`src/verilog/dcache_params.svh`:
```
// Cache geometry and bus widths included by every package and module that sizes a signal

`ifndef DCACHE_PARAMS_SVH
`define DCACHE_PARAMS_SVH

// Words held by the single resident block
`define DCACHE_WORDS 128

// Word index inside the block from address bits 8:2
`define DCACHE_IDX_W 7

// Byte offset inside a word
`define DCACHE_OFF_W 2

// Address and data widths of the core and the burst bus
`define DCACHE_AW 32
`define DCACHE_DW 32

// Tag is what is left above index and offset in address bits 31:9
`define DCACHE_TAG_W (`DCACHE_AW - `DCACHE_IDX_W - `DCACHE_OFF_W)

// Bursts are INCR with 4-byte beats and ID 0
// Every burst moves DCACHE_WORDS beats

`endif

```
`src/verilog/axi_burst_pkg.sv`:
```
// Channel structs of the AXI-style burst bus between the cache and main memory

`include "dcache_params.svh"

package axi_burst_pkg;

    // Address channel shared by AR and AW
    // Address is always block aligned
    typedef struct packed {
        logic                  valid;
        logic [`DCACHE_AW-1:0] addr;
    } addr_chan_t;

    // Write data beat
    typedef struct packed {
        logic                  valid;
        logic [`DCACHE_DW-1:0] data;
        logic                  last;
    } wbeat_t;

    // Read data beat
    typedef struct packed {
        logic                  valid;
        logic [`DCACHE_DW-1:0] data;
        logic                  last;
    } rbeat_t;

    // Everything the cache drives
    typedef struct packed {
        addr_chan_t ar;
        addr_chan_t aw;
        wbeat_t     w;
        logic       rready;
        logic       bready;
    } mem_out_t;

    // Everything the memory drives
    typedef struct packed {
        logic   arready;
        logic   awready;
        logic   wready;
        rbeat_t r;
        logic   bvalid;
    } mem_in_t;

endpackage

```
`src/verilog/dcache_pkg.sv`:
```
// CPU request, address split and FSM state types of the data cache

`include "dcache_params.svh"

package dcache_pkg;

    // Request from the core
    // Held as a level while stall is high
    typedef struct packed {
        logic [`DCACHE_AW-1:0] addr;
        logic [`DCACHE_DW-1:0] wdata;
        logic                  rd_en;
        logic                  wr_en;
        logic [3:0]            byte_en;
    } cpu_req_t;

    // Address fields seen by a direct-mapped single block
    typedef struct packed {
        logic [`DCACHE_TAG_W-1:0] tag;
        logic [`DCACHE_IDX_W-1:0] index;
        logic [`DCACHE_OFF_W-1:0] offset;
    } addr_split_t;

    // Write-back states first, then refill states
    typedef enum logic [2:0] {
        IDLE,
        WB_ADDR,
        WB_DATA,
        WB_RESP,
        FILL_ADDR,
        FILL_DATA
    } cache_state_t;

endpackage

```
`src/verilog/dcache_burst.sv`:
```
// Burst engine that moves one whole block to or from memory per start pulse

`timescale 1ns/10ps

`include "dcache_params.svh"

module dcache_burst (
    input  logic                     clk,
    input  logic                     rst_n,
    input  logic                     start_wb,
    input  logic                     start_fill,
    input  logic [`DCACHE_AW-1:0]    burst_addr,
    input  logic [`DCACHE_DW-1:0]    beat_data,
    input  axi_burst_pkg::mem_in_t   mem_in,
    output axi_burst_pkg::mem_out_t  mem_out,
    output logic [`DCACHE_IDX_W-1:0] beat_index,
    output logic                     fill_en,
    output logic [`DCACHE_DW-1:0]    fill_data,
    output logic                     done,
    output logic                     fill_done
);

    dcache_pkg::cache_state_t state, next_state;

    // Block address of the burst in flight
    logic [`DCACHE_AW-1:0] addr_q;

    // Beat counter for both directions
    logic [`DCACHE_IDX_W-1:0] beat_q;
    logic                     last_beat;
    logic                     w_fire;
    logic                     r_fire;

    assign last_beat = (beat_q == `DCACHE_IDX_W'(`DCACHE_WORDS - 1));
    assign w_fire    = (state == dcache_pkg::WB_DATA) && mem_in.wready;
    assign r_fire    = (state == dcache_pkg::FILL_DATA) && mem_in.r.valid;

    // ----------------------------------------
    // Phase FSM
    // ----------------------------------------

    always_comb begin
        next_state = state;
        done       = 1'b0;

        case (state)
            dcache_pkg::WB_ADDR: begin
                if (mem_in.awready) begin
                    next_state = dcache_pkg::WB_DATA;
                end
            end
            dcache_pkg::WB_DATA: begin
                if (w_fire && last_beat) begin
                    next_state = dcache_pkg::WB_RESP;
                end
            end
            dcache_pkg::WB_RESP: begin
                // Response code is not checked
                if (mem_in.bvalid) begin
                    done       = 1'b1;
                    next_state = dcache_pkg::IDLE;
                end
            end
            dcache_pkg::FILL_ADDR: begin
                if (mem_in.arready) begin
                    next_state = dcache_pkg::FILL_DATA;
                end
            end
            dcache_pkg::FILL_DATA: begin
                if (r_fire && mem_in.r.last) begin
                    done       = 1'b1;
                    next_state = dcache_pkg::IDLE;
                end
            end
            default: begin
                next_state = dcache_pkg::IDLE;
            end
        endcase

        // A start can arrive in the last cycle of the previous burst
        if (next_state == dcache_pkg::IDLE) begin
            if (start_wb) begin
                next_state = dcache_pkg::WB_ADDR;
            end else if (start_fill) begin
                next_state = dcache_pkg::FILL_ADDR;
            end
        end
    end

    always_ff @(posedge clk) begin
        if (!rst_n) begin
            state  <= dcache_pkg::IDLE;
            beat_q <= '0;
        end else begin
            state <= next_state;
            if (state == dcache_pkg::WB_ADDR || state == dcache_pkg::FILL_ADDR) begin
                beat_q <= '0;
            end else if (w_fire || r_fire) begin
                beat_q <= beat_q + 1'b1;
            end
        end
    end

    // Address captured with the start pulse
    always_ff @(posedge clk) begin
        if (start_wb || start_fill) begin
            addr_q <= burst_addr;
        end
    end

    // ----------------------------------------
    // Bus and store side
    // ----------------------------------------

    always_comb begin
        mem_out          = '0;
        mem_out.ar.valid = (state == dcache_pkg::FILL_ADDR);
        mem_out.ar.addr  = addr_q;
        mem_out.aw.valid = (state == dcache_pkg::WB_ADDR);
        mem_out.aw.addr  = addr_q;
        mem_out.w.valid  = (state == dcache_pkg::WB_DATA);
        mem_out.w.data   = beat_data;
        mem_out.w.last   = (state == dcache_pkg::WB_DATA) && last_beat;
        mem_out.rready   = (state == dcache_pkg::FILL_DATA);
        mem_out.bready   = (state == dcache_pkg::WB_RESP);
    end

    assign beat_index = beat_q;
    assign fill_en    = r_fire;
    assign fill_data  = mem_in.r.data;
    assign fill_done  = r_fire && mem_in.r.last;

endmodule

```
`src/verilog/dcache_ctrl.sv`:
```
// Hit check and miss, write-back and flush sequencing of the data cache

`timescale 1ns/10ps

`include "dcache_params.svh"

module dcache_ctrl (
    input  logic                     clk,
    input  logic                     rst_n,
    input  dcache_pkg::cpu_req_t     req,
    input  logic                     flush,
    input  logic [`DCACHE_TAG_W-1:0] tag,
    input  logic                     valid,
    input  logic                     dirty,
    input  logic                     done,
    output logic                     stall,
    output logic                     store_wr_en,
    output logic                     start_wb,
    output logic                     start_fill,
    output logic [`DCACHE_AW-1:0]    burst_addr,
    output logic                     clean,
    output logic [`DCACHE_TAG_W-1:0] fill_tag
);

    // Controller only tracks which burst is outstanding
    // WB_DATA stands for a running write-back and FILL_DATA for a running refill
    dcache_pkg::cache_state_t state, next_state;

    // Set while the running write-back came from a flush strobe
    logic flushing, next_flushing;

    dcache_pkg::addr_split_t req_split;
    dcache_pkg::addr_split_t wb_split;
    dcache_pkg::addr_split_t fill_split;
    logic                    wr_req;
    logic                    hit;
    logic                    miss;
    logic                    flush_req;
    logic                    use_wb_addr;

    // ----------------------------------------
    // Request decode
    // ----------------------------------------

    assign req_split = req.addr;

    // A write with no byte enabled is no access
    assign wr_req = req.wr_en && (|req.byte_en);

    assign hit  = valid && (req_split.tag == tag);
    assign miss = (req.rd_en || wr_req) && !hit;

    // Nothing to write back from a clean block
    assign flush_req = flush && dirty;

    // Block aligned burst addresses
    always_comb begin
        wb_split        = '0;
        wb_split.tag    = tag;
        fill_split      = '0;
        fill_split.tag  = req_split.tag;
    end

    assign burst_addr = use_wb_addr ? wb_split : fill_split;
    assign fill_tag   = req_split.tag;

    // Merge only while idle and no flush is pending
    assign store_wr_en = (state == dcache_pkg::IDLE) && hit && wr_req && !flush_req;

    assign stall = (state != dcache_pkg::IDLE) || miss || flush_req;

    // ----------------------------------------
    // Sequencing FSM
    // ----------------------------------------

    always_comb begin
        next_state    = state;
        next_flushing = flushing;
        start_wb      = 1'b0;
        start_fill    = 1'b0;
        use_wb_addr   = 1'b0;
        clean         = 1'b0;

        case (state)
            dcache_pkg::IDLE: begin
                if (flush_req) begin
                    start_wb      = 1'b1;
                    use_wb_addr   = 1'b1;
                    next_flushing = 1'b1;
                    next_state    = dcache_pkg::WB_DATA;
                end else if (miss && dirty) begin
                    // Old block goes back to memory first
                    start_wb    = 1'b1;
                    use_wb_addr = 1'b1;
                    next_state  = dcache_pkg::WB_DATA;
                end else if (miss) begin
                    start_fill = 1'b1;
                    next_state = dcache_pkg::FILL_DATA;
                end
            end

            dcache_pkg::WB_DATA: begin
                if (done) begin
                    clean = 1'b1;
                    if (flushing) begin
                        next_flushing = 1'b0;
                        next_state    = dcache_pkg::IDLE;
                    end else begin
                        // Refill starts right behind the write-back
                        start_fill = 1'b1;
                        next_state = dcache_pkg::FILL_DATA;
                    end
                end
            end

            dcache_pkg::FILL_DATA: begin
                if (done) begin
                    next_state = dcache_pkg::IDLE;
                end
            end

            default: begin
                next_state = dcache_pkg::IDLE;
            end
        endcase
    end

    always_ff @(posedge clk) begin
        if (!rst_n) begin
            state    <= dcache_pkg::IDLE;
            flushing <= 1'b0;
        end else begin
            state    <= next_state;
            flushing <= next_flushing;
        end
    end

endmodule

```
`src/verilog/dcache_store.sv`:
```
// Block storage of the data cache with tag and flags that the core and refills write

`timescale 1ns/10ps

`include "dcache_params.svh"

module dcache_store (
    input  logic                     clk,
    input  logic                     rst_n,
    input  logic [`DCACHE_IDX_W-1:0] rd_index,
    input  logic                     wr_en,
    input  logic [`DCACHE_IDX_W-1:0] wr_index,
    input  logic [`DCACHE_DW-1:0]    wr_data,
    input  logic [3:0]               wr_mask,
    input  logic                     fill_en,
    input  logic [`DCACHE_IDX_W-1:0] fill_index,
    input  logic [`DCACHE_DW-1:0]    fill_data,
    input  logic                     fill_done,
    input  logic [`DCACHE_TAG_W-1:0] fill_tag,
    input  logic                     clean,
    input  logic [`DCACHE_IDX_W-1:0] beat_index,
    output logic [`DCACHE_DW-1:0]    rd_data,
    output logic [`DCACHE_DW-1:0]    beat_data,
    output logic [`DCACHE_TAG_W-1:0] tag,
    output logic                     valid,
    output logic                     dirty
);

    // Block words
    logic [`DCACHE_DW-1:0] mem [`DCACHE_WORDS];

    // Byte enables widened to a bit mask
    logic [`DCACHE_DW-1:0] wr_bits;

    always_comb begin
        for (int i = 0; i < 4; i++) begin
            wr_bits[8*i +: 8] = {8{wr_mask[i]}};
        end
    end

    // ----------------------------------------
    // Data array
    // ----------------------------------------

    // Core writes and refill beats never overlap
    // Core writes only happen while the controller is idle
    always_ff @(posedge clk) begin
        if (wr_en) begin
            mem[wr_index] <= (mem[wr_index] & ~wr_bits) | (wr_data & wr_bits);
        end else if (fill_en) begin
            mem[fill_index] <= fill_data;
        end
    end

    // Hit read port and write-back beat port
    assign rd_data   = mem[rd_index];
    assign beat_data = mem[beat_index];

    // ----------------------------------------
    // Tag and flags
    // ----------------------------------------

    // New tag lands with the last refill beat
    always_ff @(posedge clk) begin
        if (fill_done) begin
            tag <= fill_tag;
        end
    end

    always_ff @(posedge clk) begin
        if (!rst_n) begin
            valid <= 1'b0;
            dirty <= 1'b0;
        end else begin
            if (fill_done) begin
                // Fresh copy of memory
                valid <= 1'b1;
                dirty <= 1'b0;
            end else if (clean) begin
                // Memory now matches the block
                dirty <= 1'b0;
            end else if (wr_en) begin
                dirty <= 1'b1;
            end
        end
    end

endmodule

```
`src/verilog/dcache_top.sv`:
```
// Data cache top level that joins block storage, controller and burst engine

`timescale 1ns/10ps

`include "dcache_params.svh"

module dcache_top (
    input  logic                    clk,
    input  logic                    rst_n,
    input  dcache_pkg::cpu_req_t    req,
    input  logic                    flush,
    input  axi_burst_pkg::mem_in_t  mem_in,
    output logic [`DCACHE_DW-1:0]   read_data,
    output logic                    stall,
    output axi_burst_pkg::mem_out_t mem_out
);

    // Store to controller
    logic [`DCACHE_TAG_W-1:0] tag;
    logic                     valid;
    logic                     dirty;

    // Controller outputs
    logic                     store_wr_en;
    logic                     start_wb;
    logic                     start_fill;
    logic [`DCACHE_AW-1:0]    burst_addr;
    logic                     clean;
    logic [`DCACHE_TAG_W-1:0] fill_tag;

    // Burst engine to store
    logic [`DCACHE_IDX_W-1:0] beat_index;
    logic [`DCACHE_DW-1:0]    beat_data;
    logic                     fill_en;
    logic [`DCACHE_DW-1:0]    fill_data;
    logic                     fill_done;
    logic                     done;

    // Word index is address bits 8:2
    dcache_store u_store (
        .clk        (clk),
        .rst_n      (rst_n),
        .rd_index   (req.addr[`DCACHE_IDX_W+`DCACHE_OFF_W-1:`DCACHE_OFF_W]),
        .wr_en      (store_wr_en),
        .wr_index   (req.addr[`DCACHE_IDX_W+`DCACHE_OFF_W-1:`DCACHE_OFF_W]),
        .wr_data    (req.wdata),
        .wr_mask    (req.byte_en),
        .fill_en    (fill_en),
        .fill_index (beat_index),
        .fill_data  (fill_data),
        .fill_done  (fill_done),
        .fill_tag   (fill_tag),
        .clean      (clean),
        .beat_index (beat_index),
        .rd_data    (read_data),
        .beat_data  (beat_data),
        .tag        (tag),
        .valid      (valid),
        .dirty      (dirty)
    );

    dcache_ctrl u_ctrl (
        .clk         (clk),
        .rst_n       (rst_n),
        .req         (req),
        .flush       (flush),
        .tag         (tag),
        .valid       (valid),
        .dirty       (dirty),
        .done        (done),
        .stall       (stall),
        .store_wr_en (store_wr_en),
        .start_wb    (start_wb),
        .start_fill  (start_fill),
        .burst_addr  (burst_addr),
        .clean       (clean),
        .fill_tag    (fill_tag)
    );

    dcache_burst u_burst (
        .clk        (clk),
        .rst_n      (rst_n),
        .start_wb   (start_wb),
        .start_fill (start_fill),
        .burst_addr (burst_addr),
        .beat_data  (beat_data),
        .mem_in     (mem_in),
        .mem_out    (mem_out),
        .beat_index (beat_index),
        .fill_en    (fill_en),
        .fill_data  (fill_data),
        .done       (done),
        .fill_done  (fill_done)
    );

endmodule
```
`config.mk`:
```
export PLATFORM = sky130hd
export DESIGN_NAME = dcache_top
export DESIGN_NICKNAME = d
export VERILOG_FILES = /design/src/verilog/axi_burst_pkg.sv /design/src/verilog/dcache_pkg.sv /design/src/verilog/dcache_burst.sv /design/src/verilog/dcache_ctrl.sv /design/src/verilog/dcache_store.sv /design/src/verilog/dcache_top.sv
export VERILOG_INCLUDE_DIRS = /design/src /design/src/verilog
export SDC_FILE = /design/constraint.sdc
export NUM_CORES = 2
export LEC_CHECK = 0
export CAP_MARGIN = 20
export CELL_PAD_IN_SITES_DETAIL_PLACEMENT = 1
export CELL_PAD_IN_SITES_GLOBAL_PLACEMENT = 1
export CORE_MARGIN = 5
export CORE_UTILIZATION = 39
export CTS_CLUSTER_SIZE = 8
export DETAILED_ROUTE_END_ITERATION = 10
export DONT_BUFFER_PORTS = 1
export GPL_TIMING_DRIVEN = 1
export HOLD_SLACK_MARGIN = 0.03
export PLACE_DENSITY = 0.69
export SETUP_SLACK_MARGIN = 0.15
export SLEW_MARGIN = 20
export SYNTH_ARGS = -nofsm -noshare
export SYNTH_HDL_FRONTEND = slang
export SYNTH_SLANG_ARGS = --single-unit
```
`constraint.sdc`:
```
create_clock -name clk -period 6.89 [get_ports clk]
set_clock_uncertainty 0.05 [all_clocks]
set_input_delay 0 -clock clk [delete_from_list [all_inputs] [get_ports clk]]
set_output_delay 0 -clock clk [all_outputs]
set_load 0.05 [all_outputs]
```
==> out/summary.log <==
qor: run_status.status finished clean
qor: global_routing.grt_pass1_wl 997,000 um
qor: floorplan.dieWidth 715 um
qor: floorplan.die_area 512,000 um^2
qor: sta.slew_violations 0
qor: yosys.synthesis.instances 9,855
qor: floorplan.fp.dieH 715 um
qor: pwr.max-vdd-ir-drop 0.269 mV
qor: clocking.post-cts-setup-buffers 0
qor: setup_path.startpoint_type flop
qor: pwr.net-switching-power 13.9 mW
qor: clocking.numCtsBuffers 590
qor: sta.post-route-min-period 6.17 ns
qor: setup_path.worstPathArrival 6.83 ns
qor: global_routing.antenna_found_initial 76
qor: global_routing.grt_overflow_total 0
qor: yosys.async_reset_ff_frac 0
qor: floorplan.io-pin-count 246
qor: pwr.internal-power 45.6 mW
qor: sta.fmax 162 MHz
qor: sta.rsz_0062_raised_after_global_routing false
qor: layout.final_layout_size_suffix_gt1_frac 0.335
qor: yosys.post_synth_mux_area_share 0.272
qor: sta.min_period_over_period 0.896
qor: pwr.pwr_density_cell 267 nW/um^2
qor: yosys.synth_flop_cell sky130_fd_sc_hd__edfxtp_1
qor: pwr.power.leakage 67.6 nW
qor: run.cap_violations 0
qor: pwr.comb_power_share 0.076
qor: yosys.ys_seq_area_frac 0.644
qor: setup_path.worst-endpoint-required 7.55 ns
qor: clocking.clock_tree_from_tritoncts done
qor: yosys.syn-cell-area 194,000 um^2
qor: placement.detailedPlace.worstSlack 1.42 ns
qor: yosys.synth_top_family_by_area multiplexers
qor: clocking.skew_pair_late_insertion_delay 1.09 ns
qor: sta.max_slew_margin_vs_limit 0.0717
qor: setup_path.critical_path.max_fanout 31
qor: routing.wl_per_cell 42.4 um
qor: clocking.clock_sinks 4,164
qor: clocking.cts-resized-gates 0
qor: sta.timing_worst_slew_pin_value 1.39 ns
qor: routing.antenna_nets_post_route 0
qor: floorplan.rows 259
qor: yosys.yosys.cell_types.count 75
qor: floorplan.core 496,000 um^2
qor: placement.detailedPlacementHpwl 452,000 um
qor: clocking.ctsRootBufferMaster sky130_fd_sc_hd__clkbuf_16
qor: yosys.ys_warn_count 0
qor: global_routing.first_global_vias 120,810
qor: layout.layout.nets 10,441
qor: sta.report.final.setup_viol 0
qor: worst_hold_path.min_path_type in -> reg
qor: layout.areaGrowthSynthToFinish 14.8%
qor: placement.place.gp.congestion 0.929
qor: clocking.clkTransAtPathRegs 0.05 ns
qor: sta.fin_tns_setup 0 ns
qor: pwr.sequentialPowerShare 0.485
qor: yosys.per_instance_average_area_after_synthesis 19.7 um^2
qor: clocking.cts_buffer_depth 4
qor: yosys.yosys.area_share.xor_xnor 0.00126
qor: routing.initialDrtViolationCount 17,800
qor: yosys.synth_seq_cells 4,164
qor: setup_path.critical_path.endpoint_type flop
qor: sta.timing_hold_violations_final 0
qor: placement.io_buffers 0
qor: pwr.clock_power_share 0.440
qor: yosys.simple_gate_fraction_of_synth_area 0.0280
qor: clocking.clock_tree.htree_level_count 6
qor: setup_path.worstSetupPathType reg -> reg
qor: pwr.p_sw_frac 0.234
qor: routing.finalWirelength 725,000 um
qor: yosys.synth_edf_count 4,142
qor: routing.vias_after_detailed_routing 118,569
qor: yosys.post_synth_fa_ha_maj_area_fraction 0.0000645
qor: global_routing.grt_start_max_net_pins 176
qor: floorplan.initial_utilization 0.391
qor: global_routing.globalRouteTotalUtil 0.277
qor: routing.detailed_routing_iterations_pass_1 6
qor: routing.remaining_drc_errors 0
qor: routing.vias_per_cell 6.94
qor: yosys.synth_compound_gate_area_share 0.0326
qor: sta.finalWorstSetupSlack 0.720 ns
[stage by stage]
step,cell area (um^2),power (mW),cells,hold slack [ns],util
2_1_floorplan,194000,32.0,9872,0.0489,-
3_3_place_gp,205000,33.3,16221,0.0492,0.413
3_5_place_dp,205000,33.5,16228,0.0491,0.413
4_1_cts,223000,59.6,17056,0.0318,0.448
5_1_grt,223000,61.0,17079,0.0524,0.449
6_report,223000,59.5,17086,0.0641,0.449
[area by class of cell]
class / count / area (um^2)
flip-flops and latches: 4164 / 125000
clock buffers: 635 / 15300
diodes: 23 / 57.6
multi-input cells: 4844 / 66300
inverters: 8 / 42.5
repair buffers: 721 / 7390
well taps: 6655 / 8330
fillers: 45813 / 274000
clock inverters: 36 / 519
[cell families (layout without fill, tap and decap cells)]
kind of cell | count (synthesis) | count (layout)
AND/OR/NAND/NOR | 1077 | 1077
XOR/XNOR | 28 | 28
flip-flops | 4164 | 4164
multiplexers | 2783 | 2783
other | 1 | 41
adder cells (fa/ha/maj) | 1 | 1
buffers and inverters | 864 | 1400
AO/OA/AOI/OAI | 937 | 937
[Yosys cell counts, types with 35 or more instances]
cell	instances	area, um^2
sky130_fd_sc_hd__o22ai_1	135	845
sky130_fd_sc_hd__clkbuf_1	413	1550
sky130_fd_sc_hd__nand4_1	68	425
sky130_fd_sc_hd__mux4_2	1984	44700
sky130_fd_sc_hd__edfxtp_1	4142	124000
sky130_fd_sc_hd__nor4_1	71	444
sky130_fd_sc_hd__buf_4	153	1150
sky130_fd_sc_hd__buf_1	56	210
sky130_fd_sc_hd__o21ai_0	137	686
sky130_fd_sc_hd__buf_2	194	971
sky130_fd_sc_hd__nand2_1	150	563
sky130_fd_sc_hd__a22oi_1	36	270
sky130_fd_sc_hd__or3_1	39	244
sky130_fd_sc_hd__nor2_1	190	713
sky130_fd_sc_hd__mux2i_1	757	7580
sky130_fd_sc_hd__a21oi_1	233	1170
sky130_fd_sc_hd__mux2_2	42	473
sky130_fd_sc_hd__nor3_1	424	2120
sky130_fd_sc_hd__o221ai_1	270	2360
sky130_fd_sc_hd__o21a_1	35	263
sky130_fd_sc_hd__nand3_1	38	190
[layer usage]
layer / GRT usage / up-vias / wire, um
li1: - / 43643 / -
met5: 0.000934 / - / 287
met4: 0.132 / 36 / 39300
met2: 0.421 / 9071 / 331000
met3: 0.0977 / 1752 / 100000
met1: 0.355 / 64067 / 254000
[critical path: stages, from the launching register on]
cell and delay [ns]:
sky130_fd_sc_hd__dfxtp_1 0.50, sky130_fd_sc_hd__nor2b_1 0.24, sky130_fd_sc_hd__and2_1 0.53, sky130_fd_sc_hd__nand2_1 0.73, sky130_fd_sc_hd__nor2_4 0.92, sky130_fd_sc_hd__buf_4 0.48
sky130_fd_sc_hd__a21oi_1 0.07, sky130_fd_sc_hd__dlygate4sd3_1 0.61, sky130_fd_sc_hd__a21oi_4 0.29, sky130_fd_sc_hd__dlygate4sd3_1 1.33
[cells in the final DEF (no fill, tap or decap), types with 15 or more instances in the layout]
cell type	synthesis	routed
sky130_fd_sc_hd__dlygate4sd3_1	0	155
sky130_fd_sc_hd__mux2i_1	757	755
sky130_fd_sc_hd__mux2_2	42	42
sky130_fd_sc_hd__a21oi_1	233	193
sky130_fd_sc_hd__a31oi_1	32	29
sky130_fd_sc_hd__xnor2_1	25	25
sky130_fd_sc_hd__nand4_1	68	68
sky130_fd_sc_hd__nor3_1	424	318
sky130_fd_sc_hd__buf_4	153	446
sky130_fd_sc_hd__o21ai_0	137	120
sky130_fd_sc_hd__o22ai_1	135	135
sky130_fd_sc_hd__nor3_2	1	106
sky130_fd_sc_hd__a22oi_1	36	36
sky130_fd_sc_hd__conb_1	1	18
sky130_fd_sc_hd__buf_12	2	102
sky130_fd_sc_hd__or4_1	32	32
sky130_fd_sc_hd__nor2_1	190	156
sky130_fd_sc_hd__nand2_1	150	143
sky130_fd_sc_hd__or3_1	39	38
sky130_fd_sc_hd__nor4_1	71	64
sky130_fd_sc_hd__o221ai_1	270	270
sky130_fd_sc_hd__buf_16	0	15
sky130_fd_sc_hd__dfxtp_1	22	15
sky130_fd_sc_hd__a21oi_4	0	33
sky130_fd_sc_hd__nor2_4	0	28
sky130_fd_sc_hd__inv_6	0	16
sky130_fd_sc_hd__clkbuf_1	413	28
sky130_fd_sc_hd__mux4_2	1984	1984
sky130_fd_sc_hd__nand3_1	38	37
sky130_fd_sc_hd__clkbuf_16	0	607
sky130_fd_sc_hd__diode_2	0	23
sky130_fd_sc_hd__o21a_1	35	35
sky130_fd_sc_hd__edfxtp_1	4142	4142
[what timing repair did]
| item | 4_1_cts | 5_1_grt |
|---|---|---|
| endpoints found under the setup margin | 0 | 0 |
| hold buffers | 157 | 4 |
| endpoints found under the hold margin | 4786 | 232 |
[state kept, by name, summed over array words and instances, names as in the netlist, named ones only]
signal	cells
u_burst.beat_index	7
u_store.mem	4096
u_burst.addr_q	23
u_store.valid	1
u_ctrl.state	2
u_store.tag	23
u_ctrl.flushing	1
u_store.dirty	1
u_burst.state	3
[path summary, 6_finish.rpt]
kind                                                   from  slack, ns  cells past startpoint                             to
worst min register to register   u_store.valid$_SDFFE_PN0P_       0.46                      1     u_store.valid$_SDFFE_PN0P_
worst min-delay path                                req[36]       0.06                      2  u_store.mem[37][30]$_DFFE_PP_
worst max-delay path            u_burst.state[2]$_SDFF_PN0_       0.72                      9  u_store.mem[11][19]$_DFFE_PP_
worst max register to register  u_burst.state[2]$_SDFF_PN0_       0.72                      9  u_store.mem[11][19]$_DFFE_PP_
[power by group through the flow]
stage	registers (mW)	logic, mW	clock network (mW)
after CTS	28.8	4.37	26.4
after detailed placement	29.3	4.21	0
after global routing	28.8	4.64	27.5
after floorplan	29.5	2.52	0
after global placement	29.3	3.98	0
final	28.8	4.50	26.1
No activity file was read; power rests on OpenSTA's default activity.
